File: src/hw/conv_consts.svh
`ifndef CONV_CONSTS_SVH
`define CONV_CONSTS_SVH

// array geometry after the 8x8 cut
`define CONV_ROWS 8             // output channels
`define CONV_COLS 8             // input channels

// datapath widths
`define CONV_DATA_W 32          // glb bus in both directions
`define CONV_ACT_W 8            // signed weight or ifmap value
`define CONV_PSUM_W 16          // partial sum and wraps on overflow

// how values pack onto one bus beat
`define CONV_ACT_PER_BEAT 4
`define CONV_PSUM_PER_BEAT 2

// product stage then reduce stage then capture
`define CONV_COMPUTE_CYCLES 3

`endif

File: src/hw/conv_pkg.sv
`default_nettype none
`include "conv_consts.svh"

package conv_pkg;

    // phase order of one job
    typedef enum logic [2:0] {
        IDLE,
        WEIGHT_LOAD,    // optional, skipped to reuse weights
        IFMAP_LOAD,
        IPSUM_LOAD,
        COMPUTE,
        OPSUM_OUT
    } conv_state_t;

    // job configuration, held stable for the whole job
    typedef struct packed {
        logic [3:0] row_en;     // active output channels 1 to 8
        logic [3:0] col_en;     // active input channels 1 to 8
    } conv_cfg_t;

    // strobe into a buffer or read index out of one
    typedef struct packed {
        logic                          en;
        logic [$clog2(`CONV_ROWS)-1:0] row;     // weight row only
        logic [2:0]                    beat;    // beat within the row or phase
    } beat_wr_t;

    // array control
    typedef struct packed {
        logic launch;           // load the product registers
        logic store;            // capture sums into opsum buffer
    } pe_ctrl_t;

    // row 0 sits in the low 16 bits
    typedef logic [`CONV_ROWS-1:0][`CONV_PSUM_W-1:0] psum_vec_t;

endpackage

`default_nettype wire

File: src/hw/ifmap_buffer.sv
`timescale 1ns/10ps
`default_nettype none
`include "conv_consts.svh"

module ifmap_buffer (
    input  logic                             clk,
    input  logic                             reset,
    input  logic [`CONV_DATA_W-1:0]          data_in,
    input  conv_pkg::beat_wr_t               ifmap_wr,
    output logic [`CONV_COLS*`CONV_ACT_W-1:0] ifmap
);

    localparam int WORDS  = `CONV_COLS / `CONV_ACT_PER_BEAT;
    localparam int WORD_W = $clog2(WORDS);

    logic [WORDS-1:0][`CONV_DATA_W-1:0] ifmap_q;   // four activations per word

    always_ff @(posedge clk) begin
        if (reset)
            ifmap_q <= '0;
        else if (ifmap_wr.en)
            ifmap_q[ifmap_wr.beat[WORD_W-1:0]] <= data_in;
    end

    // channel c at bits c*8 up
    assign ifmap = ifmap_q;

endmodule

`default_nettype wire

File: config.mk
export PLATFORM = sky130hd
export DESIGN_NAME = ifmap_buffer
export DESIGN_NICKNAME = d
export VERILOG_FILES = /design/src/hw/conv_pkg.sv /design/src/hw/ifmap_buffer.sv
export VERILOG_INCLUDE_DIRS = /design/src /design/src/hw
export SDC_FILE = /design/constraint.sdc
export NUM_CORES = 1
export LEC_CHECK = 0
export BUFFER_PORTS_ARGS = -buffer_cell sky130_fd_sc_hd__buf_4
export CELL_PAD_IN_SITES_DETAIL_PLACEMENT = 1
export CELL_PAD_IN_SITES_GLOBAL_PLACEMENT = 1
export CORE_MARGIN = 3
export CORE_UTILIZATION = 39
export CTS_BUF_LIST = sky130_fd_sc_hd__clkbuf_16
export DETAILED_ROUTE_END_ITERATION = 12
export GPL_ROUTABILITY_DRIVEN = 0
export PLACE_DENSITY = 0.93
export SYNTH_ARGS = -nofsm -noshare
export SYNTH_HDL_FRONTEND = slang
export SYNTH_SLANG_ARGS = --single-unit
File: constraint.sdc
create_clock -name clk -period 1.8 [get_ports clk]
set_input_delay 0.18 -clock clk [delete_from_list [all_inputs] [get_ports clk]]
set_output_delay 0.18 -clock clk [all_outputs]
set_load 0.02 [all_outputs]
==> metrics.cfg <==
[outcome]
status = finished clean

[power]
pwr-share-clk_pct = 44.6
ir_worst_vdd_uv = 613.5
power_mw = 3.648
p_switching_mw = 0.8680
internal-power_mw = 2.780
swShare_pct = 23.79
p_comb_share_pct = 13.3
p_per_area_nw_per_um2 = 984.3
p_seq_share_pct = 42.1
leakagePower_nw = 1.760

[timing]
final_hold_viol_count = 0
slew_headroom_pct = 56.97
setup_viol = 0
fin_setup_tns_ns = 0
min_period_ns = 1.018
final_max_slew_viol_count = 0
clock-skew-final_ns = 0
max_freq_mhz = 981.9
hold-worst-slack_ns = 0.1413
min_period_over_period_pct = 56.58
rsz0062_at_grt = false
worst_pin_slew_ns = 0.6455
fin_ws_ns = 0.7816

[critical_path]
reg2reg_to = ifmap[26]
slowest_stage = dfxtp_1
r2r_setup_slack_ns = 1.16
slowest_delay_ns = 0.35
cp-end-kind = primary output
critPathLaunch = ifmap[23]
path_buf_inv = 1
rr_worst_depth = 2
crit_chain = buf_4
start_kind = register
arrival_ns = 0.84
cp_top_family = flip-flops
crit_required_ns = 1.62
worstPathMaxFanout = 2
timing.rr.start = ifmap[26]
worstSetupPathType = register to primary output

[grt]
grt_pass1_vias = 2134
grt_max_degree = 97
gr-total-overflow = 0
track_usage_pct = 17.22
grt_pass1_wl_mm = 10.39
antenna_found_initial = 0

[clock_tree]
clockRootBuffer = clkbuf_16
htreeDepth = 3
cts_tree = built
ctsResizeCount = 0
cts.path.max_buffers = 2
clk_pin_slew_ns = 0.05
insertion_delay_ns = 0.32
postCtsHoldBufs = 0
numCtsBuffers = 9
cts_setup_buffers = 0
cts_sinks = 64

[logic_synthesis]
yosys-top-cells-area = dfxtp_1, mux2i_1, nand2b_1, buf_6, buf_12
synth-seq-area-share_pct = 47.47
synth_top_area_cell = dfxtp_1
synth.distinct_cells = 12
netlist_top_cells_count = nand2b_1, dfxtp_1, mux2i_1, buf_6, clkbuf_1
syn_inst = 245
synth_top_area_share_pct = 47.47
synth_edf_count = 0
syn_area_um2 = 2699
ys.flop_type = dfxtp_1
synth_nets = 286
synth_warnings = 0
syn_avg_cell_area_um2 = 11.02
ys_seq_elements = 64
synthArstFlopShare_pct = 0
synth_most_common_cell = nand2b_1

[floorplanning]
start_util_pct = 41.32
die-area_um2 = 7954
ios = 105
fp-row-count = 29
core_region_area_um2 = 6531
die_w_um = 89.19
die_h_um = 89.19

[placement]
placedCellCount = 408
placed_area_um2 = 3426
portBuffers = 99
pre_cts_ws_ns = 0.6323
hpwlAfterDp_mm = 4.515

[cells_and_area]
syn_to_final_growth_pct = 37.32
fillCellCount = 716
stdcell_count = 424
drive_gt1_share_pct = 34.01
fin_util_pct = 56.74
largest_register_ffs = 64
antenna_cells = 0
finalNetCount = 383
final_area_um2 = 3706

[routing]
via_per_inst = 4.755
first_iter_violations = 45
wl_mm = 6.471
drc_errors = 0
drt-pass1-iter-count = 4
ant_nets = 0
routedWlPerCell_um = 15.26
met2_length_mm = 3.116
vias = 2016
drt-met1-wl_mm = 2.657
met3_length_um = 533
top_layer_used = met4

[min_path]
hp-class = input port to register
holdPathEnd = ifmap[36]
min_from = data_in[4]
min_path_cells = 3

[run]
drv_cap = 0

power by group through the flow:
stage | Sequential, mW | Clock (mW) | Combinational [mW]
6_report | 1.54 | 1.63 | 0.484
5_1_grt | 1.54 | 1.72 | 0.524
4_1_cts | 1.54 | 1.67 | 0.493
3_5_place_dp | 1.56 | 0 | 0.490
3_3_place_gp | 1.56 | 0 | 0.477
2_1_floorplan | 1.65 | 0 | 0.203
how the worst max path moves through the flow:
| stage | end | slack (ns) | cells after the start |
|---|---|---|---|
| floorplan | ifmap[10] | 1.03 | 4 |
| global placement | ifmap[56] | 0.66 | 3 |
| detailed placement | ifmap[58] | 0.63 | 3 |
| CTS | ifmap[23] | 0.76 | 1 |
| global route | ifmap[23] | 0.75 | 1 |
| finish | ifmap[23] | 0.78 | 1 |
cell type report:
cell class	count	area, um^2	area share [%]
multi-input cells	164	1275	34.40
clock buffers	9	225.2	6.077
flip-flops and latches	64	1281	34.57
repair buffers	103	773.2	20.86
well taps	77	96.34	2.600
clock inverters	7	55.05	1.485
layer usage:
metal  track usage, %  up-vias
met3            5.806       14
met4            8.931        0
met2            28.67       71
met5                0        -
met1            19.52      934
li1                 -      997
cell usage in the layout (no fill, tap or decap), drive strengths merged:
master	synthesis	final
dfxtp	64	64
and2	1	1
clkinv	0	4
mux2i	64	64
nand2	1	1
nand2b	97	97
buf	11	103
bufinv	0	1
clkbuf	6	9
nor2b	1	1
inv	0	2
cell families after synthesis:
logic type	count (synthesis)	synth area share, %
AND/OR/NAND/NOR	100	23.50
buffers and inverters	17	5.285
multiplexers	64	23.74
flip-flops	64	47.47
Note: power is estimated with default switching activity, not from simulation.
