File: config.mk
export PLATFORM = sky130hd
export DESIGN_NAME = ipsum_buffer
export DESIGN_NICKNAME = d
export VERILOG_FILES = /design/src/hw/conv_pkg.sv /design/src/hw/ipsum_buffer.sv
export VERILOG_INCLUDE_DIRS = /design/src /design/src/hw
export SDC_FILE = /design/constraint.sdc
export NUM_CORES = 1
export LEC_CHECK = 0
export ABC_CLOCK_PERIOD_IN_PS = 1100
export BUFFER_PORTS_ARGS = -buffer_cell sky130_fd_sc_hd__clkbuf_2
export CORE_ASPECT_RATIO = 1.4
export CORE_MARGIN = 8
export CORE_UTILIZATION = 45
export CTS_CLUSTER_SIZE = 14
export DETAILED_ROUTE_END_ITERATION = 12
export HOLD_SLACK_MARGIN = 0.15
export PLACE_DENSITY = 0.74
export SYNTH_ARGS = -nofsm -noshare
export SYNTH_HDL_FRONTEND = slang
export SYNTH_SLANG_ARGS = --single-unit
File: constraint.sdc
create_clock -name clk -period 1.1 [get_ports clk]
set_clock_uncertainty 0.15 [all_clocks]
set_input_delay 0.11 -clock clk [delete_from_list [all_inputs] [get_ports clk]]
set_output_delay 0.11 -clock clk [all_outputs]
set_load 0.02 [all_outputs]
File: src/hw/conv_consts.svh
`ifndef CONV_CONSTS_SVH
`define CONV_CONSTS_SVH

// array geometry after the 8x8 cut
`define CONV_ROWS 8             // output channels
`define CONV_COLS 8             // input channels

// datapath widths
`define CONV_DATA_W 32          // glb bus in both directions
`define CONV_ACT_W 8            // signed weight or ifmap value
`define CONV_PSUM_W 16          // partial sum and wraps on overflow

// how values pack onto one bus beat
`define CONV_ACT_PER_BEAT 4
`define CONV_PSUM_PER_BEAT 2

// product stage then reduce stage then capture
`define CONV_COMPUTE_CYCLES 3

`endif

File: src/hw/conv_pkg.sv
`default_nettype none
`include "conv_consts.svh"

package conv_pkg;

    // phase order of one job
    typedef enum logic [2:0] {
        IDLE,
        WEIGHT_LOAD,    // optional, skipped to reuse weights
        IFMAP_LOAD,
        IPSUM_LOAD,
        COMPUTE,
        OPSUM_OUT
    } conv_state_t;

    // job configuration, held stable for the whole job
    typedef struct packed {
        logic [3:0] row_en;     // active output channels 1 to 8
        logic [3:0] col_en;     // active input channels 1 to 8
    } conv_cfg_t;

    // strobe into a buffer or read index out of one
    typedef struct packed {
        logic                          en;
        logic [$clog2(`CONV_ROWS)-1:0] row;     // weight row only
        logic [2:0]                    beat;    // beat within the row or phase
    } beat_wr_t;

    // array control
    typedef struct packed {
        logic launch;           // load the product registers
        logic store;            // capture sums into opsum buffer
    } pe_ctrl_t;

    // row 0 sits in the low 16 bits
    typedef logic [`CONV_ROWS-1:0][`CONV_PSUM_W-1:0] psum_vec_t;

endpackage

`default_nettype wire

File: src/hw/ipsum_buffer.sv
`timescale 1ns/10ps
`default_nettype none
`include "conv_consts.svh"

module ipsum_buffer (
    input  logic                    clk,
    input  logic                    reset,
    input  logic [`CONV_DATA_W-1:0] data_in,
    input  conv_pkg::beat_wr_t      ipsum_wr,
    output conv_pkg::psum_vec_t     ipsum
);

    localparam int BEATS  = `CONV_ROWS / `CONV_PSUM_PER_BEAT;
    localparam int BEAT_W = $clog2(BEATS);

    // beat k carries row 2k low and row 2k+1 high
    logic [BEATS-1:0][`CONV_DATA_W-1:0] ipsum_q;

    always_ff @(posedge clk) begin
        if (reset)
            ipsum_q <= '0;
        else if (ipsum_wr.en)
            ipsum_q[ipsum_wr.beat[BEAT_W-1:0]] <= data_in;
    end

    assign ipsum = ipsum_q;     // same bit layout as psum_vec_t

endmodule

`default_nettype wire

==> impl_results.md <==
- R2r worst-path depth: 4
- Critical-path cell with the highest stage delay: dfxtp_2
- Startpoint Class: flop
- Synth cell types: 12
- Worst hold path class: in2reg
- Clock-pin slew on the worst setup and hold paths: ~60 ps
- Worst-case register-to-register setup slack: 70 ps
- Setup CP Type: reg2out
- Die Ht: around 140 um
- Crit path largest cell delay: between 300 and 400 ps
- Final ANT Viol Nets: 0
- Remaining DRCs: 0
- Status: finished with violations
- Avg Inst Size Synth: about 11 um2
- CP Data Required Time: 840 ps
- Root Buffer: clkbuf_16
- Area added between synthesis and finish: 79.2%
- Layout cells sized above 1: 56.5%
- TritonCTS clock tree: yes
- Final nets: between 700 and 800
- Crit path max-delay family: flip-flops
- DRT iter0 DRCs: 210
- Period utilisation layout: 105%
- Hold Path Depth: 4
- Peak fanout along the critical path: 2
- Leak pwr: about 4.4 nW
- Unrepaired setup endpoints after global routing: yes
- CTS Buffer Depth: 2
- Clk sink count: between 100 and 150
- PD cells: 1340 mW/mm2
- Highest clock rate: between 0.8 and 0.9 GHz
- R2R Path Start: ipsum[50]
- CTS Hold Bufs: 32
- Fill count: about 580
- Setup TNS: -3370 ps
- Global router's overall resource usage: a little over a fifth
- I/O pin count: 169
- Failing checks: setup timing
- Max-slew violations: 0
- Util after Layout: around four fifths
- Wirelength, routed: around 18 mm
- Min-delay src: ipsum_wr[0]
- Core footprint: 0.0112 mm2
- Cell Count, Final, Fillers Out: 889
- PortBufs: between 150 and 200
- Sequential area share after synthesis: 50.6%
- Via count: roughly 4,400
- Remaining global-route overflow: 0
- Std-Cell Rows: 46
- Capturing element type of the critical path: output port
- CP cell instances: buf_8
- Placed Instances: approximately 750
- Hpwl dp: 9.31 mm
- Num CTS Buffers: 17
- Max IR drop VDD: 1090 uV
- Clk Latency, worst-skew pair: about 400 ps
- Commonest non-fill, non-tap cell in the layout: nand2b_1
- Max reg flops: approximately 130
- Max-slew headroom: around four fifths
- DRT Pass-1 Iters: 4
- Initial antenna violation count: 0
- Final setup fails: around 130
- Final GP Congestion: approximately 0.75
- Die area: around 0.015 mm2
- First-pass GRT wire length: ~25 mm
- Vias in the first global route: about 4,600
- Critical path arrival: between 800 and 900 ps
- Hold Crit Endpoint: ipsum[31]
- CTS H-tree lvls: 4
- Final worst setup slack: -50.8 ps
- Synth Warn #: 0
- Post-Syn Instances: about 450
- Fin. Hold Viols: 0
- Area of the mapped netlist: approximately 0.005 mm2
- Reg2Reg Capture Point: ipsum[50]
- CP bufs+invs: 1
- Yosys reg bits: 128
- Min Tclk post-route: 1150 ps
- Largest net degree at the start of global routing: a little over 80
- Worst Max-Slew Pin Slew: 275 ps
- Number of max-cap violations: 0
- # diodes: 0
- Die width: 106 um
- Routed vias/inst: 4.91
- Syn nets: 494
- Wire per inst: around 20 um
- Commonest cells after routing, fill and taps aside: nand2b_1, mux2i_1, buf_8, dfxtp_2, buf_4
- Initial Utilization: about 45%
## per-layer routing
layer | GRT usage (%) | share of wire, %
met3 | 6.31 | 4.7
met1 | 21.3 | 36
met2 | 39.3 | 56
met4 | 10.7 | 3.6
met5 | 0 | 0
## repair_timing
item                       CTS  global route
gates resized for setup    384           129
setup buffers               26            50
hold endpoints to repair   128            23
gates cloned                 0             0
setup endpoints to repair  128           128
## where the power goes
part / internal (mW) / switching [mW] / total [mW]
clock network: 3.39 / 2.16 / 5.55
logic: 0.947 / 0.713 / 1.66
registers: 4.84 / 0.162 / 5.00
## metrics by stage
stage / power [mW] / cell area (um2) / hold WS (ps) / worst slack [ps]
finish: 12.2 / 9080 / 133 / -50.8
global route: 12.5 / 9080 / 133 / -78.3
CTS: 12.0 / 8540 / 94.1 / -76.4
detailed placement: 6.09 / 6160 / 308 / -129
global placement: 6.06 / 6160 / 285 / -109
floorplan: 5.66 / 5080 / 149 / -26.7
## worst max-delay path by stage
| stage | start | endpoint | slack, ps | cells after the start |
|---|---|---|---|---|
| after floorplan | ipsum_wr[0] | ipsum[21] | -30 | 4 |
| final | ipsum[39] | ipsum[39] | -50 | 1 |
| after CTS | ipsum[5] | ipsum[5] | -80 | 1 |
| after detailed placement | ipsum_wr[0] | ipsum[29] | -130 | 4 |
| after global placement | ipsum_wr[0] | ipsum[30] | -110 | 4 |
| after global routing | ipsum[99] | ipsum[99] | -80 | 1 |
## logic make-up (layout without fill, tap and decap cells)
group / Yosys count / after routing / share of synthesized area, %
buffers and inverters: 31 / 323 / 3.28
multiplexers: 128 / 128 / 25.3
AND/OR/NAND/NOR: 166 / 166 / 20.9
flip-flops: 128 / 128 / 50.6
## cell type report
| cell class | instances | area [um2] | share of cell area, % |
|---|---|---|---|
| Tap cell | 144 | 180 | 1.98 |
| Sequential cell | 128 | 2730 | 30.0 |
| Clock inverter | 14 | 143 | 1.57 |
| Multi-Input combinational cell | 294 | 2340 | 25.8 |
| Clock buffer | 18 | 439 | 4.84 |
| Timing Repair Buffer | 291 | 3250 | 35.8 |
## Yosys cell counts, drive strengths merged
cell type / instances / area [um2]
nand2b: 160 / 1000
dfxtp: 128 / 2560
mux2i: 128 / 1280
clkbuf: 16 / 60.1
buf: 15 / 106
nand3b: 2 / 15.0
and3b: 1 / 8.76
nand3: 1 / 5.00
nor3b: 1 / 18.8
or3b: 1 / 8.76
Note: power is estimated with default switching activity, not from simulation.
