## src/hw/conv_consts.svh

```systemverilog
`ifndef CONV_CONSTS_SVH
`define CONV_CONSTS_SVH

// array geometry after the 8x8 cut
`define CONV_ROWS 8             // output channels
`define CONV_COLS 8             // input channels

// datapath widths
`define CONV_DATA_W 32          // glb bus in both directions
`define CONV_ACT_W 8            // signed weight or ifmap value
`define CONV_PSUM_W 16          // partial sum and wraps on overflow

// how values pack onto one bus beat
`define CONV_ACT_PER_BEAT 4
`define CONV_PSUM_PER_BEAT 2

// product stage then reduce stage then capture
`define CONV_COMPUTE_CYCLES 3

`endif

```

## src/hw/conv_pkg.sv

```systemverilog
`default_nettype none
`include "conv_consts.svh"

package conv_pkg;

    // phase order of one job
    typedef enum logic [2:0] {
        IDLE,
        WEIGHT_LOAD,    // optional, skipped to reuse weights
        IFMAP_LOAD,
        IPSUM_LOAD,
        COMPUTE,
        OPSUM_OUT
    } conv_state_t;

    // job configuration, held stable for the whole job
    typedef struct packed {
        logic [3:0] row_en;     // active output channels 1 to 8
        logic [3:0] col_en;     // active input channels 1 to 8
    } conv_cfg_t;

    // strobe into a buffer or read index out of one
    typedef struct packed {
        logic                          en;
        logic [$clog2(`CONV_ROWS)-1:0] row;     // weight row only
        logic [2:0]                    beat;    // beat within the row or phase
    } beat_wr_t;

    // array control
    typedef struct packed {
        logic launch;           // load the product registers
        logic store;            // capture sums into opsum buffer
    } pe_ctrl_t;

    // row 0 sits in the low 16 bits
    typedef logic [`CONV_ROWS-1:0][`CONV_PSUM_W-1:0] psum_vec_t;

endpackage

`default_nettype wire

```

## src/hw/opsum_buffer.sv

```systemverilog
`timescale 1ns/10ps
`default_nettype none
`include "conv_consts.svh"

module opsum_buffer (
    input  logic                    clk,
    input  logic                    reset,
    input  conv_pkg::pe_ctrl_t      pe_ctrl,
    input  conv_pkg::psum_vec_t     psum,
    input  conv_pkg::beat_wr_t      opsum_rd,
    input  conv_pkg::conv_state_t   state,
    output logic [`CONV_DATA_W-1:0] data_out
);

    localparam int BEATS  = `CONV_ROWS / `CONV_PSUM_PER_BEAT;
    localparam int BEAT_W = $clog2(BEATS);

    // two sums per word, even row in the low half
    logic [BEATS-1:0][`CONV_DATA_W-1:0] opsum_q;

    always_ff @(posedge clk) begin
        if (pe_ctrl.store)
            opsum_q <= psum;    // last compute cycle
    end

    // addressed beat goes straight out, zero outside the output phase
    assign data_out = (state == conv_pkg::OPSUM_OUT) ?
                      opsum_q[opsum_rd.beat[BEAT_W-1:0]] : '0;

    a_rd_range: assert property (@(posedge clk) disable iff (reset)
        state == conv_pkg::OPSUM_OUT |-> int'(opsum_rd.beat) < BEATS);

endmodule

`default_nettype wire

```

## config.mk

```make
export PLATFORM = sky130hd
export DESIGN_NAME = opsum_buffer
export DESIGN_NICKNAME = d
export VERILOG_FILES = /design/src/hw/conv_pkg.sv /design/src/hw/opsum_buffer.sv
export VERILOG_INCLUDE_DIRS = /design/src /design/src/hw
export SDC_FILE = /design/constraint.sdc
export NUM_CORES = 1
export LEC_CHECK = 0
export BUFFER_PORTS_ARGS = -buffer_cell sky130_fd_sc_hd__buf_2
export CAP_MARGIN = 30
export CORE_MARGIN = 2
export CORE_UTILIZATION = 25
export DETAILED_ROUTE_END_ITERATION = 8
export GPL_TIMING_DRIVEN = 0
export SLEW_MARGIN = 10
export SYNTH_ARGS = -nofsm -noshare
export SYNTH_HDL_FRONTEND = slang
export SYNTH_SLANG_ARGS = --single-unit
```

## constraint.sdc

```tcl
create_clock -name clk -period 1.2 [get_ports clk]
set_input_delay 0.12 -clock clk [delete_from_list [all_inputs] [get_ports clk]]
set_output_delay 0.12 -clock clk [all_outputs]
set_load 0.01 [all_outputs]
```

==> flow_summary.json <==
{
  "status": "complete, but fails checks",
  "violations": "setup timing",
  "ys_top_cells_by_count": "edfxtp_1 (128), mux2i_1 (64), o22ai_1 (32), buf_6 (4)",
  "fin_util_pct": 41.4,
  "vias_per_cell": 4.08,
  "cts_max_level": 4,
  "syn_area_mm2": 0.00487,
  "grt.overflow.total": 0,
  "cts-root-buf": "clkbuf_16",
  "post-route-period-util_pct": 117,
  "cp.required_ns": 1.08,
  "p_per_area_mw_per_mm2": 1460,
  "synth_area_leaders": "edfxtp_1 (79%), mux2i_1 (13%), o22ai_1 (4.1%)",
  "coreArea_mm2": 0.0193,
  "wl_per_cell_um": 15.4,
  "pre_cts_ws_ns": -0.412,
  "startpoint": "opsum_q[50]$_DFFE_PP_",
  "fin_ws_ns": -0.209,
  "diodes": 0,
  "path_class": "reg -> out",
  "dpl_cell_area_mm2": 0.00606,
  "drv_cap": 0,
  "grt_start_max_net_pins": 66,
  "detail_route.iter0.violations": 103,
  "postRouteAntennaNets": 0,
  "synth.distinct_cells": 10,
  "grt_util_all_layers_pct": 12.4,
  "first_pass_iters": 4,
  "synthFlopType": "edfxtp_1",
  "dpl.cell_count": 671,
  "route.detailed.drc": 0,
  "setup_violations": 32,
  "yosysTopAreaCellShare_pct": 78.9,
  "dieHeight_um": 144,
  "largest_register": "opsum_q",
  "synth.most_common_cell": "edfxtp_1",
  "gp_congestion": 0.694,
  "clk_pin_slew_ns": 0.06,
  "fin_cells": 833,
  "hold_viol": 0,
  "antenna_found_initial": 0,
  "vias": 3397,
  "ys_ff_latch": 128,
  "placementRows": 51,
  "crit_slowest_cell": "edfxtp_1",
  "floorplan.die.width_um": 144,
  "cp_max_fo": 1,
  "ys_seq_area_share_pct": 78.9,
  "io_pins": 174,
  "tightest_slew_ns": 0.616,
  "worstPathArrival_ns": 1.29,
  "cts_tree": "done",
  "syn2layout_area_growth_pct": 63.8,
  "grt_pass1_wl_um": 18800,
  "worstHoldStart": "pe_ctrl[0]",
  "numCtsBuffers": 17,
  "rsz0062_at_grt": "true",
  "slew_violations": 0,
  "cts_max_path_buffers": 2,
  "syn_area_per_cell_um2": 20.3,
  "finalNetCount": 697,
  "grt_pass1_vias": 3620,
  "tns_ns": -2.94,
  "final_layout_size_suffix_gt1_share_pct": 37.3,
  "fmax_mhz": 710,
  "irDropWorstVdd_mv": 0.892,
  "wl_um": 12800,
  "ys_async_sr_fraction_pct": 0,
  "synth_fp_nets": 382,
  "start_util_pct": 25.3,
  "slew_headroom_pct": 58.9,
  "end_kind": "primary output",
  "cts_sinks": 128,
  "synthCells": 240,
  "yosys_warnings": 0,
  "crit_chain": "mux2i_1 -> o22ai_1 -> buf_2",
  "period_needed_ns": 1.41,
  "slowest_delay_ns": 0.41,
  "place_hpwl_um": 7660,
  "post-synth-top-area-cell": "edfxtp_1",
  "fp.dieArea_mm2": 0.0206,
  "startpoint_type": "flop",
  "reg.largest.list": "opsum_q (128)",
  "hold_path.class": "in -> reg",
  "largest_reg_flops": 128,
  "leakagePower_nw": 3.31,
  "io_buffers": 165,
  "synth_edf_count": 128,
  "final_area_mm2": 0.00798
}
cells by family after synthesis:
| group | after synthesis | synth area share (%) |
|---|---|---|
| buf+inv | 14 | 3.42 |
| mux | 64 | 13.2 |
| compound gates | 32 | 4.11 |
| simple gates | 2 | 0.411 |
| flops | 128 | 78.9 |
repair_timing:
action                                  CTS  global route
hold buffers                            128             0
gates resized for setup                   8             0
setup buffers                             2             0
pin swaps                                15             6
hold endpoints to repair                128             0
endpoints found under the setup margin   32            32
final timing paths:
kind	slack [ns]	endpoint	cells after the start
hold / removal	0.20	opsum_q[30]$_DFFE_PP_	1
setup / recovery	-0.21	data_out[18]	3
cell type report:
cell class	instances	area (um^2)
Fill cell	1773	11300
Sequential cell	128	3840
Timing Repair Buffer	296	2160
Multi-Input combinational cell	98	861
Clock buffer	19	433
Tap cell	265	332
Buffer	14	186
Clock inverter	13	165
worst max-delay path: cells and delay by family, from the launching register on:
kind,cells,cell delay (ns)
buffers and inverters,1,0.14
AOI/OAI and AO/OA,1,0.10
DFF,1,0.41
muxes,1,0.22
per-layer routing:
metal / routed length, um / up-vias / track usage [%]
met5: 0 / - / 0
met4: 176 / 0 / 5.11
met3: 785 / 15 / 3.97
met2: 6670 / 131 / 21.7
met1: 5160 / 1632 / 14.0
li1: - / 1619 / -
where the power goes:
part | switching [mW] | internal, mW | total (mW) | leakage [nW]
combinational | 0.430 | 0.653 | 1.08 | 1.78
sequential | 0.0913 | 5.32 | 5.41 | 1.25
clock | 1.90 | 3.27 | 5.16 | 0.279
total | 2.42 | 9.24 | 11.7 | 3.31
through the flow:
stage,hold WS (ns),total power [mW]
final,0.198,11.7
after floorplan,0.219,5.80
after CTS,0.193,11.8
after global placement,0.297,6.21
after detailed placement,0.298,6.25
after global routing,0.204,12.1
cells in the final DEF, fill, tap and decap left out:
cell type	netlist	final
mux2i_1	64	64
buf_12	3	3
o22ai_1	32	32
buf_2	0	164
nand4b_1	1	1
buf_4	0	2
clkbuf_1	3	2
edfxtp_1	128	128
buf_16	0	1
bufinv_16	0	3
clkinvlp_4	0	4
nand4bb_1	1	1
clkbuf_8	0	1
clkbuf_16	0	17
clkbuf_4	0	3
dlygate4sd3_1	0	128
buf_8	3	3
clkinv_2	0	2
clkinv_4	0	4
buf_6	4	5
No activity file was read; power rests on OpenSTA's default activity.
