--- src/hw/conv_consts.svh ---
`ifndef CONV_CONSTS_SVH
`define CONV_CONSTS_SVH

// array geometry after the 8x8 cut
`define CONV_ROWS 8             // output channels
`define CONV_COLS 8             // input channels

// datapath widths
`define CONV_DATA_W 32          // glb bus in both directions
`define CONV_ACT_W 8            // signed weight or ifmap value
`define CONV_PSUM_W 16          // partial sum and wraps on overflow

// how values pack onto one bus beat
`define CONV_ACT_PER_BEAT 4
`define CONV_PSUM_PER_BEAT 2

// product stage then reduce stage then capture
`define CONV_COMPUTE_CYCLES 3

`endif

--- src/hw/conv_pkg.sv ---
`default_nettype none
`include "conv_consts.svh"

package conv_pkg;

    // phase order of one job
    typedef enum logic [2:0] {
        IDLE,
        WEIGHT_LOAD,    // optional, skipped to reuse weights
        IFMAP_LOAD,
        IPSUM_LOAD,
        COMPUTE,
        OPSUM_OUT
    } conv_state_t;

    // job configuration, held stable for the whole job
    typedef struct packed {
        logic [3:0] row_en;     // active output channels 1 to 8
        logic [3:0] col_en;     // active input channels 1 to 8
    } conv_cfg_t;

    // strobe into a buffer or read index out of one
    typedef struct packed {
        logic                          en;
        logic [$clog2(`CONV_ROWS)-1:0] row;     // weight row only
        logic [2:0]                    beat;    // beat within the row or phase
    } beat_wr_t;

    // array control
    typedef struct packed {
        logic launch;           // load the product registers
        logic store;            // capture sums into opsum buffer
    } pe_ctrl_t;

    // row 0 sits in the low 16 bits
    typedef logic [`CONV_ROWS-1:0][`CONV_PSUM_W-1:0] psum_vec_t;

endpackage

`default_nettype wire

--- src/hw/weight_buffer.sv ---
`timescale 1ns/10ps
`default_nettype none
`include "conv_consts.svh"

module weight_buffer (
    input  logic                                        clk,
    input  logic                                        reset,
    input  logic [`CONV_DATA_W-1:0]                     data_in,
    input  conv_pkg::beat_wr_t                          weight_wr,
    output logic [`CONV_ROWS*`CONV_COLS*`CONV_ACT_W-1:0] weights
);

    localparam int WORDS  = `CONV_COLS / `CONV_ACT_PER_BEAT;   // beats per row
    localparam int WORD_W = $clog2(WORDS);

    // row r word w holds channels 4w..4w+3, low byte first
    logic [`CONV_ROWS-1:0][WORDS-1:0][`CONV_DATA_W-1:0] weight_q;

    always_ff @(posedge clk) begin
        if (weight_wr.en)
            weight_q[weight_wr.row][weight_wr.beat[WORD_W-1:0]] <= data_in;
    end

    assign weights = weight_q;  // flat row major

    // controller must stay inside the array
    a_wr_range: assert property (@(posedge clk) disable iff (reset)
        weight_wr.en |-> (int'(weight_wr.row) < `CONV_ROWS) &&
                         (int'(weight_wr.beat) < WORDS));

endmodule

`default_nettype wire

--- config.mk ---
export PLATFORM = sky130hd
export DESIGN_NAME = weight_buffer
export DESIGN_NICKNAME = d
export VERILOG_FILES = /design/src/hw/conv_pkg.sv /design/src/hw/weight_buffer.sv
export VERILOG_INCLUDE_DIRS = /design/src /design/src/hw
export SDC_FILE = /design/constraint.sdc
export NUM_CORES = 1
export LEC_CHECK = 0
export ABC_CLOCK_PERIOD_IN_PS = 6900
export BUFFER_PORTS_ARGS = -buffer_cell sky130_fd_sc_hd__buf_2
export CAP_MARGIN = 5
export CORE_AREA = 2 2 253 255
export CTS_CLUSTER_DIAMETER = 100
export DETAILED_ROUTE_END_ITERATION = 8
export DIE_AREA = 0 0 255 257
export GPL_ROUTABILITY_DRIVEN = 0
export PLACE_DENSITY_LB_ADDON = 0.25
export SETUP_SLACK_MARGIN = 0.3
export SYNTH_ARGS = -nofsm -noshare
export SYNTH_HDL_FRONTEND = slang
export SYNTH_SLANG_ARGS = --single-unit
--- constraint.sdc ---
create_clock -name clk -period 6.9 [get_ports clk]
set_input_delay 1.38 -clock clk [delete_from_list [all_inputs] [get_ports clk]]
set_output_delay 1.38 -clock clk [all_outputs]
set_load 0.01 [all_outputs]
==> flow_metrics.py <==
metrics = {
    "power_and_ir_drop": {
        "power_density_nw_per_um2": 296.4,
        "peakVddDrop_v": 0.0001677,
        "totalPowerFinal_mw": 6.273,
        "static-leakage-power_nw": 7.723,
    },
    "setup_path": {
        "timing.critical_path.arrival_ps": 3150,
        "required_ps": 7110,
        "crit_buf_inv": 2,
        "timing.critical_path.fanout_max": 21,
        "end_kind": "flip-flop",
        "critical_path.endpoint": "weights[200]$_DFFE_PP_",
        "path_depth": 4,
        "category_of_the_worst_setup_path_launch_point": "primary input",
        "critical_path.cell_chain": "buf_2, nand2b_4, nor3_4, buf_4",
        "timing.critical_path.max_delay_family": "simple AND/OR/NAND/NOR gates",
        "worst_setup_sp": "weight_wr[5]",
        "slowest_delay_ps": 740,
        "timing.setup.critical_path_class": "in -> reg",
        "worst_path_max_delay_cell": "sky130_fd_sc_hd__nor3_4",
    },
    "route": {
        "first_pass_iters": 4,
        "avgRoutedWirePerCell_um": 22.22,
        "drc": 0,
        "postRouteAntennaNets": 0,
        "detailed_route_via_count": 8055,
        "routed_wirelength_um": 45340,
        "via_per_inst": 3.949,
        "detail_route.iter0.violations": 519,
    },
    "cells_and_area": {
        "post-route-util_pct": 33.73,
        "num-nets-final": 1199,
        "layout-area-overhead-vs-synth_pct": 35.89,
        "num_antenna_cells": 0,
        "stdcell_count": 2040,
        "largest_register_ff_count": 512,
        "drive_gt1_share_pct": 55.36,
        "post-route-cell-area_um2": 21160,
    },
    "synth": {
        "unique_cell_type_count_in_the_yosys_netlist": 13,
        "ys_dominant_reg_cell": "sky130_fd_sc_hd__edfxtp_1",
        "yosys_warnings": 0,
        "post-synth-top-area-fraction_pct": 98.74,
        "synth.cells.most_frequent": "sky130_fd_sc_hd__edfxtp_1, sky130_fd_sc_hd__nor2_1, sky130_fd_sc_hd__nor3_2",
        "ys_ff_latch": 512,
        "post_synth_main_area_contributors": "sky130_fd_sc_hd__edfxtp_1, sky130_fd_sc_hd__nor3_2, sky130_fd_sc_hd__nand2b_4",
        "postSynthNetCount": 580,
        "post-synth-top-area-cell": "sky130_fd_sc_hd__edfxtp_1",
        "post_synth_inst_count": 539,
        "postSynthAreaPerCell_um2": 28.89,
        "synth_edf_count": 512,
        "sequential_share_of_the_synthesized_area_pct": 98.74,
        "ys_async_sr_fraction_pct": 0,
        "synth_area_um2": 15570,
        "synthMostInstantiatedCell": "sky130_fd_sc_hd__edfxtp_1",
    },
    "outcome": {
        "outcome": "finished, final reports clean",
    },
    "global_routing": {
        "first_global_vias": 8153,
        "global_route.usage.total_pct": 13.26,
        "grt_max_degree": 33,
        "global_route_wire_length_before_repair_um": 61550,
        "grt.overflow.total": 0,
        "antenna_found_initial": 3,
    },
    "timing": {
        "worst_pin_slew_ps": 896.6,
        "layout_worst_path_cycle_share_pct": 42.57,
        "rsz0062_at_grt": "false",
        "relative_slew_slack_pct": 40.03,
        "final_critical_path_setup_slack_ps": 3963,
        "final_hold_viol_count": 0,
        "period_minus_slack_ps": 2937,
        "setup_violations": 0,
        "final.hold.worst_slack_ps": 1177,
        "final_max_slew_viol_count": 0,
        "achievable-frequency_ghz": 0.3405,
        "total_neg_setup_slack_ps": 0,
    },
    "placement": {
        "dpl_worst_slack_ps": 3295,
        "dpl-instance-area_um2": 19600,
        "port_buffers": 549,
        "placedCellCount": 1950,
        "hpwlAfterDp_um": 28410,
    },
    "job": {
        "maxCapViolations": 0,
    },
    "clocking": {
        "clock_tree.root_cell": "sky130_fd_sc_hd__clkbuf_16",
        "post_cts.resized_instances": 0,
        "tritoncts_clock_tree": "built",
        "post_cts.repair.setup_buffers": 0,
        "cts_buffer_depth": 3,
        "numCtsBuffers": 52,
        "cts-hold-fix-buffers": 0,
        "cts.reportedPaths.clkPinSlew_ps": 60,
        "tritoncts_num_sinks": 512,
        "htree_num_levels": 2,
    },
    "floorplan": {
        "design.core.area_um2": 62740,
        "row_count": 92,
        "initial_core_util_pct": 24.82,
        "die_width_um": 255,
        "height_of_the_die_um": 257,
        "fp.dieArea_um2": 65540,
        "top_level_ports": 553,
    },
    "min_path": {
        "hold_path.class": "in -> reg",
    },
}
-- where the power goes --
group | internal [mW] | total [mW] | switching, mW
sequential | 3.49 | 3.50 | 0.0127
combinational | 0.0484 | 0.188 | 0.140
clock | 1.46 | 2.58 | 1.13
total | 4.99 | 6.27 | 1.28
-- cell usage in the layout, fill, tap and decap left out --
| master | instances |
|---|---|
| sky130_fd_sc_hd__nor2_4 | 6 |
| sky130_fd_sc_hd__buf_2 | 549 |
| sky130_fd_sc_hd__nor4_4 | 1 |
| sky130_fd_sc_hd__bufinv_16 | 1 |
| sky130_fd_sc_hd__clkinvlp_4 | 3 |
| sky130_fd_sc_hd__clkinv_1 | 8 |
| sky130_fd_sc_hd__clkinv_8 | 1 |
| sky130_fd_sc_hd__clkbuf_16 | 54 |
| sky130_fd_sc_hd__clkinv_4 | 1 |
| sky130_fd_sc_hd__nand2_2 | 2 |
| sky130_fd_sc_hd__nor3_4 | 5 |
| sky130_fd_sc_hd__nor4_2 | 1 |
| sky130_fd_sc_hd__edfxtp_1 | 512 |
| sky130_fd_sc_hd__nor3_2 | 3 |
| sky130_fd_sc_hd__nand3_1 | 2 |
| sky130_fd_sc_hd__nand2b_2 | 1 |
| sky130_fd_sc_hd__buf_4 | 18 |
| sky130_fd_sc_hd__clkinv_2 | 13 |
| sky130_fd_sc_hd__clkbuf_1 | 9 |
| sky130_fd_sc_hd__nand3b_1 | 2 |
| sky130_fd_sc_hd__nand2b_4 | 2 |
-- final cells by class --
cell class | count | area [µm²]
sequential | 512 | 15370
fill | 6027 | 41570
multi-input combinational | 25 | 286.5
timing repair buffer | 567 | 2883
clock inverter | 27 | 172.7
clock buffer | 63 | 1385
tap | 846 | 1059
-- worst min path at each step --
| stage | startpoint | endpoint | cells after the start |
|---|---|---|---|
| 2_1_floorplan | data_in[0] | weights[0]$_DFFE_PP_ | 0 |
| 3_3_place_gp | data_in[23] | weights[439]$_DFFE_PP_ | 1 |
| 3_5_place_dp | data_in[23] | weights[439]$_DFFE_PP_ | 1 |
| 4_1_cts | data_in[15] | weights[367]$_DFFE_PP_ | 1 |
| 5_1_grt | data_in[0] | weights[160]$_DFFE_PP_ | 1 |
| 6_report | data_in[23] | weights[503]$_DFFE_PP_ | 1 |
-- metal layers --
| layer | vias to the layer above | track usage, % | routed length (µm) |
|---|---|---|---|
| met3 | 62 | 4.643 | 3914 |
| met2 | 353 | 22.87 | 22830 |
| met5 | - | 0 | 25 |
| met4 | 4 | 3.785 | 963 |
| met1 | 4188 | 15.53 | 17600 |
| li1 | 3448 | - | - |
-- logic make-up after synthesis --
| kind of cell | after synthesis | share of synthesized area, % |
|---|---|---|
| AND/OR/NAND/NOR | 25 | 1.157 |
| buffers and inverters | 2 | 0.1044 |
| flip-flops | 512 | 98.74 |
(Power assumes the default switching activity.)
