--- config.mk ---
export PLATFORM = sky130hd
export DESIGN_NAME = conv_ctrl
export DESIGN_NICKNAME = d
export VERILOG_FILES = /design/src/hw/conv_pkg.sv /design/src/hw/conv_ctrl.sv
export VERILOG_INCLUDE_DIRS = /design/src /design/src/hw
export SDC_FILE = /design/constraint.sdc
export NUM_CORES = 1
export LEC_CHECK = 0
export BUFFER_PORTS_ARGS = -buffer_cell sky130_fd_sc_hd__buf_2
export CORE_AREA = 2 2 52 54
export CTS_BUF_LIST = sky130_fd_sc_hd__clkbuf_8
export CTS_CLUSTER_SIZE = 30
export DETAILED_ROUTE_END_ITERATION = 7
export DIE_AREA = 0 0 54 56
export PLACE_DENSITY = 0.91
export SYNTH_ARGS = -nofsm -noshare
export SYNTH_HDL_FRONTEND = slang
export SYNTH_SLANG_ARGS = --single-unit
--- constraint.sdc ---
create_clock -name clk -period 2.6 [get_ports clk]
set_clock_uncertainty 0.05 [all_clocks]
set_input_delay 0.13 -clock clk [delete_from_list [all_inputs] [get_ports clk]]
set_output_delay 0.13 -clock clk [all_outputs]
set_load 0.03 [all_outputs]
--- src/hw/conv_consts.svh ---
`ifndef CONV_CONSTS_SVH
`define CONV_CONSTS_SVH

// array geometry after the 8x8 cut
`define CONV_ROWS 8             // output channels
`define CONV_COLS 8             // input channels

// datapath widths
`define CONV_DATA_W 32          // glb bus in both directions
`define CONV_ACT_W 8            // signed weight or ifmap value
`define CONV_PSUM_W 16          // partial sum and wraps on overflow

// how values pack onto one bus beat
`define CONV_ACT_PER_BEAT 4
`define CONV_PSUM_PER_BEAT 2

// product stage then reduce stage then capture
`define CONV_COMPUTE_CYCLES 3

`endif

--- src/hw/conv_pkg.sv ---
`default_nettype none
`include "conv_consts.svh"

package conv_pkg;

    // phase order of one job
    typedef enum logic [2:0] {
        IDLE,
        WEIGHT_LOAD,    // optional, skipped to reuse weights
        IFMAP_LOAD,
        IPSUM_LOAD,
        COMPUTE,
        OPSUM_OUT
    } conv_state_t;

    // job configuration, held stable for the whole job
    typedef struct packed {
        logic [3:0] row_en;     // active output channels 1 to 8
        logic [3:0] col_en;     // active input channels 1 to 8
    } conv_cfg_t;

    // strobe into a buffer or read index out of one
    typedef struct packed {
        logic                          en;
        logic [$clog2(`CONV_ROWS)-1:0] row;     // weight row only
        logic [2:0]                    beat;    // beat within the row or phase
    } beat_wr_t;

    // array control
    typedef struct packed {
        logic launch;           // load the product registers
        logic store;            // capture sums into opsum buffer
    } pe_ctrl_t;

    // row 0 sits in the low 16 bits
    typedef logic [`CONV_ROWS-1:0][`CONV_PSUM_W-1:0] psum_vec_t;

endpackage

`default_nettype wire

--- src/hw/conv_ctrl.sv ---
`timescale 1ns/10ps
`default_nettype none
`include "conv_consts.svh"

module conv_ctrl (
    input  logic                  clk,
    input  logic                  reset,
    input  conv_pkg::conv_cfg_t   cfg,
    input  logic                  valid_w,
    input  logic                  valid_if,
    input  logic                  valid_ip,
    input  logic                  ready_op,
    output logic                  ready_w,
    output logic                  ready_if,
    output logic                  ready_ip,
    output logic                  valid_op,
    output conv_pkg::beat_wr_t    weight_wr,
    output conv_pkg::beat_wr_t    ifmap_wr,
    output conv_pkg::beat_wr_t    ipsum_wr,
    output conv_pkg::beat_wr_t    opsum_rd,
    output conv_pkg::pe_ctrl_t    pe_ctrl,
    output conv_pkg::conv_state_t state
);

    conv_pkg::conv_state_t next_state;

    logic [2:0] beat_cnt;       // beat in phase or cycle in compute
    logic [2:0] row_cnt;        // weight row being filled
    logic [4:0] col_round;
    logic [4:0] row_round;
    logic [2:0] act_beats;      // ceil(col_en/4)
    logic [2:0] psum_beats;     // ceil(row_en/2)
    logic       xfer;           // some stream moves a beat this edge
    logic       last_act;
    logic       last_psum;
    logic       last_row;
    logic       phase_done;

    // ------------------------------------------------------------------
    // beat counts from the job config
    // ------------------------------------------------------------------
    assign col_round  = {1'b0, cfg.col_en} + 5'(`CONV_ACT_PER_BEAT - 1);
    assign row_round  = {1'b0, cfg.row_en} + 5'(`CONV_PSUM_PER_BEAT - 1);
    assign act_beats  = 3'(col_round / `CONV_ACT_PER_BEAT);
    assign psum_beats = 3'(row_round / `CONV_PSUM_PER_BEAT);

    assign last_act  = (beat_cnt == act_beats - 3'd1);
    assign last_psum = (beat_cnt == psum_beats - 3'd1);
    assign last_row  = ({1'b0, row_cnt} == cfg.row_en - 4'd1);

    assign xfer = (valid_w & ready_w) | (valid_if & ready_if) |
                  (valid_ip & ready_ip) | (valid_op & ready_op);

    // last edge of the current phase
    always_comb begin
        case (state)
            conv_pkg::WEIGHT_LOAD: phase_done = xfer & last_act & last_row;
            conv_pkg::IFMAP_LOAD:  phase_done = xfer & last_act;
            conv_pkg::IPSUM_LOAD:  phase_done = xfer & last_psum;
            conv_pkg::COMPUTE:     phase_done = (beat_cnt == 3'(`CONV_COMPUTE_CYCLES - 1));
            conv_pkg::OPSUM_OUT:   phase_done = xfer & last_psum;
            default:               phase_done = 1'b0;
        endcase
    end

    // ------------------------------------------------------------------
    // phase sequencing
    // ------------------------------------------------------------------
    always_comb begin
        next_state = state;
        case (state)
            conv_pkg::IDLE: begin
                if (valid_w)
                    next_state = conv_pkg::WEIGHT_LOAD;
                else if (valid_if)
                    next_state = conv_pkg::IFMAP_LOAD;  // keep stored weights
            end
            conv_pkg::WEIGHT_LOAD: if (phase_done) next_state = conv_pkg::IFMAP_LOAD;
            conv_pkg::IFMAP_LOAD:  if (phase_done) next_state = conv_pkg::IPSUM_LOAD;
            conv_pkg::IPSUM_LOAD:  if (phase_done) next_state = conv_pkg::COMPUTE;
            conv_pkg::COMPUTE:     if (phase_done) next_state = conv_pkg::OPSUM_OUT;
            conv_pkg::OPSUM_OUT:   if (phase_done) next_state = conv_pkg::IDLE;
            default:               next_state = conv_pkg::IDLE;
        endcase
    end

    always_ff @(posedge clk) begin
        if (reset) begin
            state    <= conv_pkg::IDLE;
            beat_cnt <= '0;
            row_cnt  <= '0;
        end else begin
            state <= next_state;
            if (phase_done) begin
                beat_cnt <= '0;
                row_cnt  <= '0;
            end else if (xfer || state == conv_pkg::COMPUTE) begin
                if (state == conv_pkg::WEIGHT_LOAD && last_act) begin
                    beat_cnt <= '0;                 // wrap to the next row
                    row_cnt  <= row_cnt + 3'd1;
                end else begin
                    beat_cnt <= beat_cnt + 3'd1;
                end
            end
        end
    end

    // ------------------------------------------------------------------
    // handshake flags and strobes
    // ------------------------------------------------------------------
    assign ready_w  = (state == conv_pkg::WEIGHT_LOAD);
    assign ready_if = (state == conv_pkg::IFMAP_LOAD);
    assign ready_ip = (state == conv_pkg::IPSUM_LOAD);
    assign valid_op = (state == conv_pkg::OPSUM_OUT);

    assign weight_wr = '{en: valid_w & ready_w, row: row_cnt, beat: beat_cnt};
    assign ifmap_wr  = '{en: valid_if & ready_if, row: '0, beat: beat_cnt};
    assign ipsum_wr  = '{en: valid_ip & ready_ip, row: '0, beat: beat_cnt};
    assign opsum_rd  = '{en: valid_op & ready_op, row: '0, beat: beat_cnt};

    // launch on first compute cycle and store on the last
    assign pe_ctrl = '{
        launch: (state == conv_pkg::COMPUTE) && (beat_cnt == 3'd0),
        store:  (state == conv_pkg::COMPUTE) &&
                (beat_cnt == 3'(`CONV_COMPUTE_CYCLES - 1))
    };

    a_one_ready: assert property (@(posedge clk) disable iff (reset)
        $onehot0({ready_w, ready_if, ready_ip}));

    a_valid_op_state: assert property (@(posedge clk) disable iff (reset)
        valid_op |-> state == conv_pkg::OPSUM_OUT);

    // stalled output keeps its beat so data_out holds
    a_op_hold: assert property (@(posedge clk) disable iff (reset)
        valid_op && !ready_op |=> valid_op && $stable(opsum_rd.beat));

endmodule

`default_nettype wire

==> qor.yml, run 1 <==
status: "finished clean"
async_flop_share_pct: 0
ant_nets: 0
synth.area.mux_share_pct: 2.20
grt_pass1_vias: 813
end_kind: "flip-flop"
synth_edf_count: 0
start_kind: "flip-flop"
layout_common_cells: "41 x buf_2, 10 x inv_1"
final_util_pct: 53.0
fin_total_pwr_mw: 1.12
h-tree-depth: 1
hold_class: "input port to flip-flop"
initial_core_util_pct: 46.8
drive_above_1_share_pct: 37.4
hold_start: "reset"
wl_per_cell_microns: 11.3
synth_cell_types: 45
cts_buffers: 3
cts-resized-gates: 0
finalSetupTns_ns: 0
dieArea_sq_um: 3020
period_needed_ns: 2.15
place_congestion: 0.827
cap_violations: 0
rsz0062_at_grt: "no"
slew_violations: 0
cts.sinks: 9
postCtsSetupBuffers: 0
critPathSlowestCell: "dfxtp_1"
clockBufferDepth: 2
critical_path.cell_chain: "mux2_4, a211oi_4, nor4_2, a211oi_4, a21oi_1, o221a_1"
max_stage_delay_ns: 0.55
synth_top_family_by_area: "simple AND/OR/NAND/NOR gates"
n_antenna_cell: 0
crit_top_cell: "a211oi_4"
grt_max_degree: 17
fin_ws_ns: 0.452
crit_fanout: 13
synth_xor_area_share_pct: 17.2
arrival_ns: 2.22
synth-warning-count: 0
vias: 944
cts_root_buf: "clkbuf_8"
nets: 186
cts_tree: "yes"
path_buf_inv: 0
wl_microns: 2180
required_ns: 2.67
finalHoldViolCount: 0
viasPerCell: 4.89
layout_commonest_cell: "buf_2"
post-place-ws_ns: 0.281
postCtsHoldBufs: 0
yosys.area_share.adder_pct: 8.80
grt_overflow_total: 0
clk_latency_ns: 0.24
drc: 0
io_pins: 51
core_area_sq_um: 2430
fin_crit_sh_pct: 82.6
avgSynthCellArea_sq_um: 8.75
die_w_microns: 54
clkTransAtPathRegs_ns: 0.04
reg2reg_from: "state[1]$_SDFFE_PP0P_"
synth_seq_cells: 9
fmax_mhz: 466
antenna_found_initial: 0
yosys.area_share.simple_pct: 22.9
first_iter_violations: 19
ir_worst_vdd_mv: 0.564
crit_type: "flip-flop to flip-flop"
ys.flop_type: "dfxtp_1"
finalSetupViolCount: 0
die_h_microns: 56
grt_pass1_wl_microns: 3450
area_growth_pct: 13.4
worstSetupStartpoint: "state[1]$_SDFFE_PP0P_"
syn_area_sq_um: 1140
first_pass_iters: 4
power_density_nw_per_um2: 871
leakage_nw: 0.683
port_buffers: 41
hpwl_microns: 1780
syn_inst: 130
synth-seq-area-share_pct: 15.8
rows: 18
critPathTopFamily: "compound AO/OA/AOI/OAI gates"
synth_compound_area_share_pct: 13.5
grt_use_total_pct: 15.0
## cell families after synthesis
logic type | Yosys count
multiplexers | 2
AO/OA/AOI/OAI | 19
adder cells (fa/ha/maj) | 8
XOR/XNOR | 19
other | 1
AND/OR/NAND/NOR | 40
buffers and inverters | 32
flip-flops | 9
## worst register-to-register path: stages (launching register included)
cell and delay, ns:
dfxtp_1 0.55, mux2_4 0.35, a211oi_4 0.29, nor4_2 0.10
a211oi_4 0.35, a21oi_1 0.11, o221a_1 0.23
## power breakdown
part | internal, mW | leakage [nW] | switching [mW] | total (mW)
Clock | 0.105 | 0.0255 | 0.0621 | 0.167
Combinational | 0.278 | 0.584 | 0.445 | 0.723
Sequential | 0.166 | 0.0732 | 0.0663 | 0.233
Total | 0.549 | 0.683 | 0.574 | 1.12
## area by class of cell
type,instances,area [sq um]
Tap cell,30,37.5
Inverter,10,37.5
Sequential cell,9,180
Fill cell,237,1140
Timing Repair Buffer,43,220
Clock buffer,3,41.3
Multi-Input combinational cell,97,768
Clock inverter,1,5.00
## registers in the layout, summed over array words and instances (netlist names)
name	count
row_cnt	3
beat_cnt	3
state	3
## stage by stage
step / cell area (sq um) / std cells / hold WS, ns
finish: 1290 / 193 / 0.0367
global placement: 1240 / 189 / 0.275
detailed placement: 1240 / 189 / 0.278
CTS: 1290 / 193 / 0.0345
global route: 1290 / 193 / 0.0447
floorplan: 1170 / 138 / 0.149
## per-layer routing
metal | global-route usage [%] | share of wire (%)
met4 | 8.57 | 2.2
met2 | 24.9 | 49
met5 | 0 | 0
met1 | 18.6 | 42
met3 | 0.538 | 6.1
## synthesized netlist by cell type (2+ instances only)
cell type / number / share of area [%]
and2_1: 2 / 1.1
a21oi_1: 7 / 3.1
xnor2_1: 8 / 6.2
nand2_1: 5 / 1.7
dfxtp_1: 9 / 16
o21ai_0: 2 / 0.88
nor2_1: 9 / 3.0
xor2_1: 9 / 6.9
buf_4: 19 / 13
nor3b_1: 3 / 2.0
clkbuf_8: 2 / 2.4
inv_1: 10 / 3.3
nor3_1: 4 / 1.8
a211oi_4: 2 / 3.5
ha_1: 8 / 8.8
nand3_1: 2 / 0.88
## worst paths after layout
kind                                           endpoint  slack (ns)  cells after the start
worst max-delay path              state[1]$_SDFFE_PP0P_        0.45                      6
worst min-delay path              state[0]$_SDFFE_PP0P_        0.04                      2
worst max register to register    state[1]$_SDFFE_PP0P_        0.45                      6
worst min register to register  row_cnt[1]$_SDFFE_PP0P_        0.51                      2
(Power assumes the default switching activity.)
==> run 2: changes to the inputs <==
- clock period: 2.6 -> 2.2 ns (I/O delays scaled with it)
==> qor.yml, run 2 (synthesized netlist as in run 1, its figures left out) <==
status: "finished clean"
grt_use_total_pct: 16.6  # +1.6 points
dpl_cell_area_sq_um: 1290  # +3.4%
layout_commonest_cell: "buf_2"
dp.cells: 194  # +2.6%
core_area_sq_um: 2430  # unchanged
cts.sinks: 9  # unchanged
holdWs_ns: 0.0124  # -0.0243 ns
path_buf_inv: 0  # unchanged
ant_nets: 0  # unchanged
end_kind: "flip-flop"
drc: 0  # unchanged
finalSetupViolCount: 0  # unchanged
fin_ws_ns: 0.123  # -0.329 ns
io_pins: 51  # unchanged
first_iter_violations: 19  # unchanged
crit_fanout: 7  # -6
h-tree-depth: 1  # unchanged
instances_no_fill: 198  # +2.6%
die_h_microns: 56  # unchanged
arrival_ns: 2.15  # -0.07 ns
initial_core_util_pct: 46.8  # unchanged
grt_pass1_vias: 844  # +3.8%
clkTransAtPathRegs_ns: 0.04  # about the same
slew_violations: 0  # unchanged
clk_latency_ns: 0.24  # about the same
postCtsSetupBuffers: 0  # unchanged
grt_pass1_wl_microns: 3690  # +7.0%
reg.largest.list: "beat_cnt: 3 flops, row_cnt: 3 flops, state: 3 flops"
postCtsHoldBufs: 0  # unchanged
hpwl_microns: 1890  # +6.5%
fin_area_sq_um: 1340  # +3.9%
critPathSlowestCell: "dfxtp_1"
num-fill-cells: 237  # unchanged
viasPerCell: 5.01  # +2.4%
clockBufferDepth: 2  # unchanged
layout_common_cells: "41 x buf_2, 11 x inv_1, 9 x nor2_1, 9 x xor2_1, 9 x conb_1"
dieArea_sq_um: 3020  # unchanged
port_buffers: 41  # unchanged
area_growth_pct: 17.8
nets: 191  # +2.7%
vias: 992  # +5.1%
rsz0062_at_grt: "no"
seq_area_sq_um: 181  # +0.69%
crit_top_cell: "a211oi_4"
rows: 18  # unchanged
grt_overflow_total: 0  # unchanged
n_antenna_cell: 0  # unchanged
antenna_found_initial: 0  # unchanged
required_ns: 2.28  # -0.39 ns
period_needed_ns: 2.08  # -0.0712 ns
cts_buffers: 3  # unchanged
die_w_microns: 54  # unchanged
fmax_mhz: 482  # +3.4%
place_congestion: 0.840  # +1.5%
grt_max_degree: 13  # -4
crit_type: "flip-flop to flip-flop"
hold_class: "input port to flip-flop"
max_stage_delay_ns: 0.44  # -0.11 ns
cap_violations: 0  # unchanged
finalHoldViolCount: 0  # unchanged
cts_tree: "yes"
power_density_nw_per_um2: 1020  # +17%
ir_worst_vdd_mv: 0.508  # -9.9%
first_pass_iters: 4  # unchanged
cts_root_buf: "clkbuf_8"
wl_microns: 2430  # +11%
multi_input_area_sq_um: 781  # +1.6%
critical_path.cell_chain: "mux2_4, a211oi_4, nor4_2, a211oi_4, a21oi_1, o221a_1"
wl_per_cell_microns: 12.3  # +8.5%
fin_crit_sh_pct: 94.4  # +12 points
start_kind: "flip-flop"
critPathTopFamily: "compound AO/OA/AOI/OAI gates"
leakage_nw: 0.715  # +4.7%
drive_above_1_share_pct: 41.1  # +3.6 points
post-place-ws_ns: -0.0426  # -0.323 ns
-- run 2: what timing repair did --
item / CTS / global route
hold endpoints to repair: 0 / 0
endpoints found under the setup margin: 0 / 9
gates resized for setup: 0 / 3
-- run 2: layer usage --
layer  GRT usage, %  vias to the layer above  routed length [microns]
li1               -                      494                        -
met1           20.5                      454                     1040
met2           26.8                       39                     1190
met3           1.61                        5                      136
met4           9.64                        0                       57
met5              0                        -                        0
-- run 2: where the power goes --
part           leakage, nW  internal (mW)  switching (mW)
logic                0.614          0.353           0.572
clock network       0.0269          0.122          0.0701
registers           0.0737          0.197          0.0561
-- run 2: final timing paths --
path / from / end / slack, ns / cells past startpoint
worst max-delay path: state[1]$_SDFFE_PP0P_ / state[1]$_SDFFE_PP0P_ / 0.12 / 6
worst min-delay path: reset / state[0]$_SDFFE_PP0P_ / 0.01 / 2
worst max register to register: state[1]$_SDFFE_PP0P_ / state[1]$_SDFFE_PP0P_ / 0.12 / 6
worst min register to register: beat_cnt[2]$_SDFFE_PP0N_ / beat_cnt[2]$_SDFFE_PP0N_ / 0.51 / 2
-- run 2: layout make-up --
class | count | area share, %
multi-input combinational | 97 | 58.3
clock inverter | 1 | 0.280
timing repair buffer | 48 | 19.2
clock buffer | 3 | 3.08
inverter | 10 | 2.80
tap | 30 | 2.80
sequential | 9 | 13.5
-- run 2: per-stage QoR --
step,utilization [%],power (mW),setup TNS (ns)
after global placement,52.9,1.15,0
after floorplan,-,1.04,0
final,55.1,1.37,0
after detailed placement,52.9,1.17,-0.0760
after CTS,54.7,1.37,0
after global routing,55.1,1.47,0
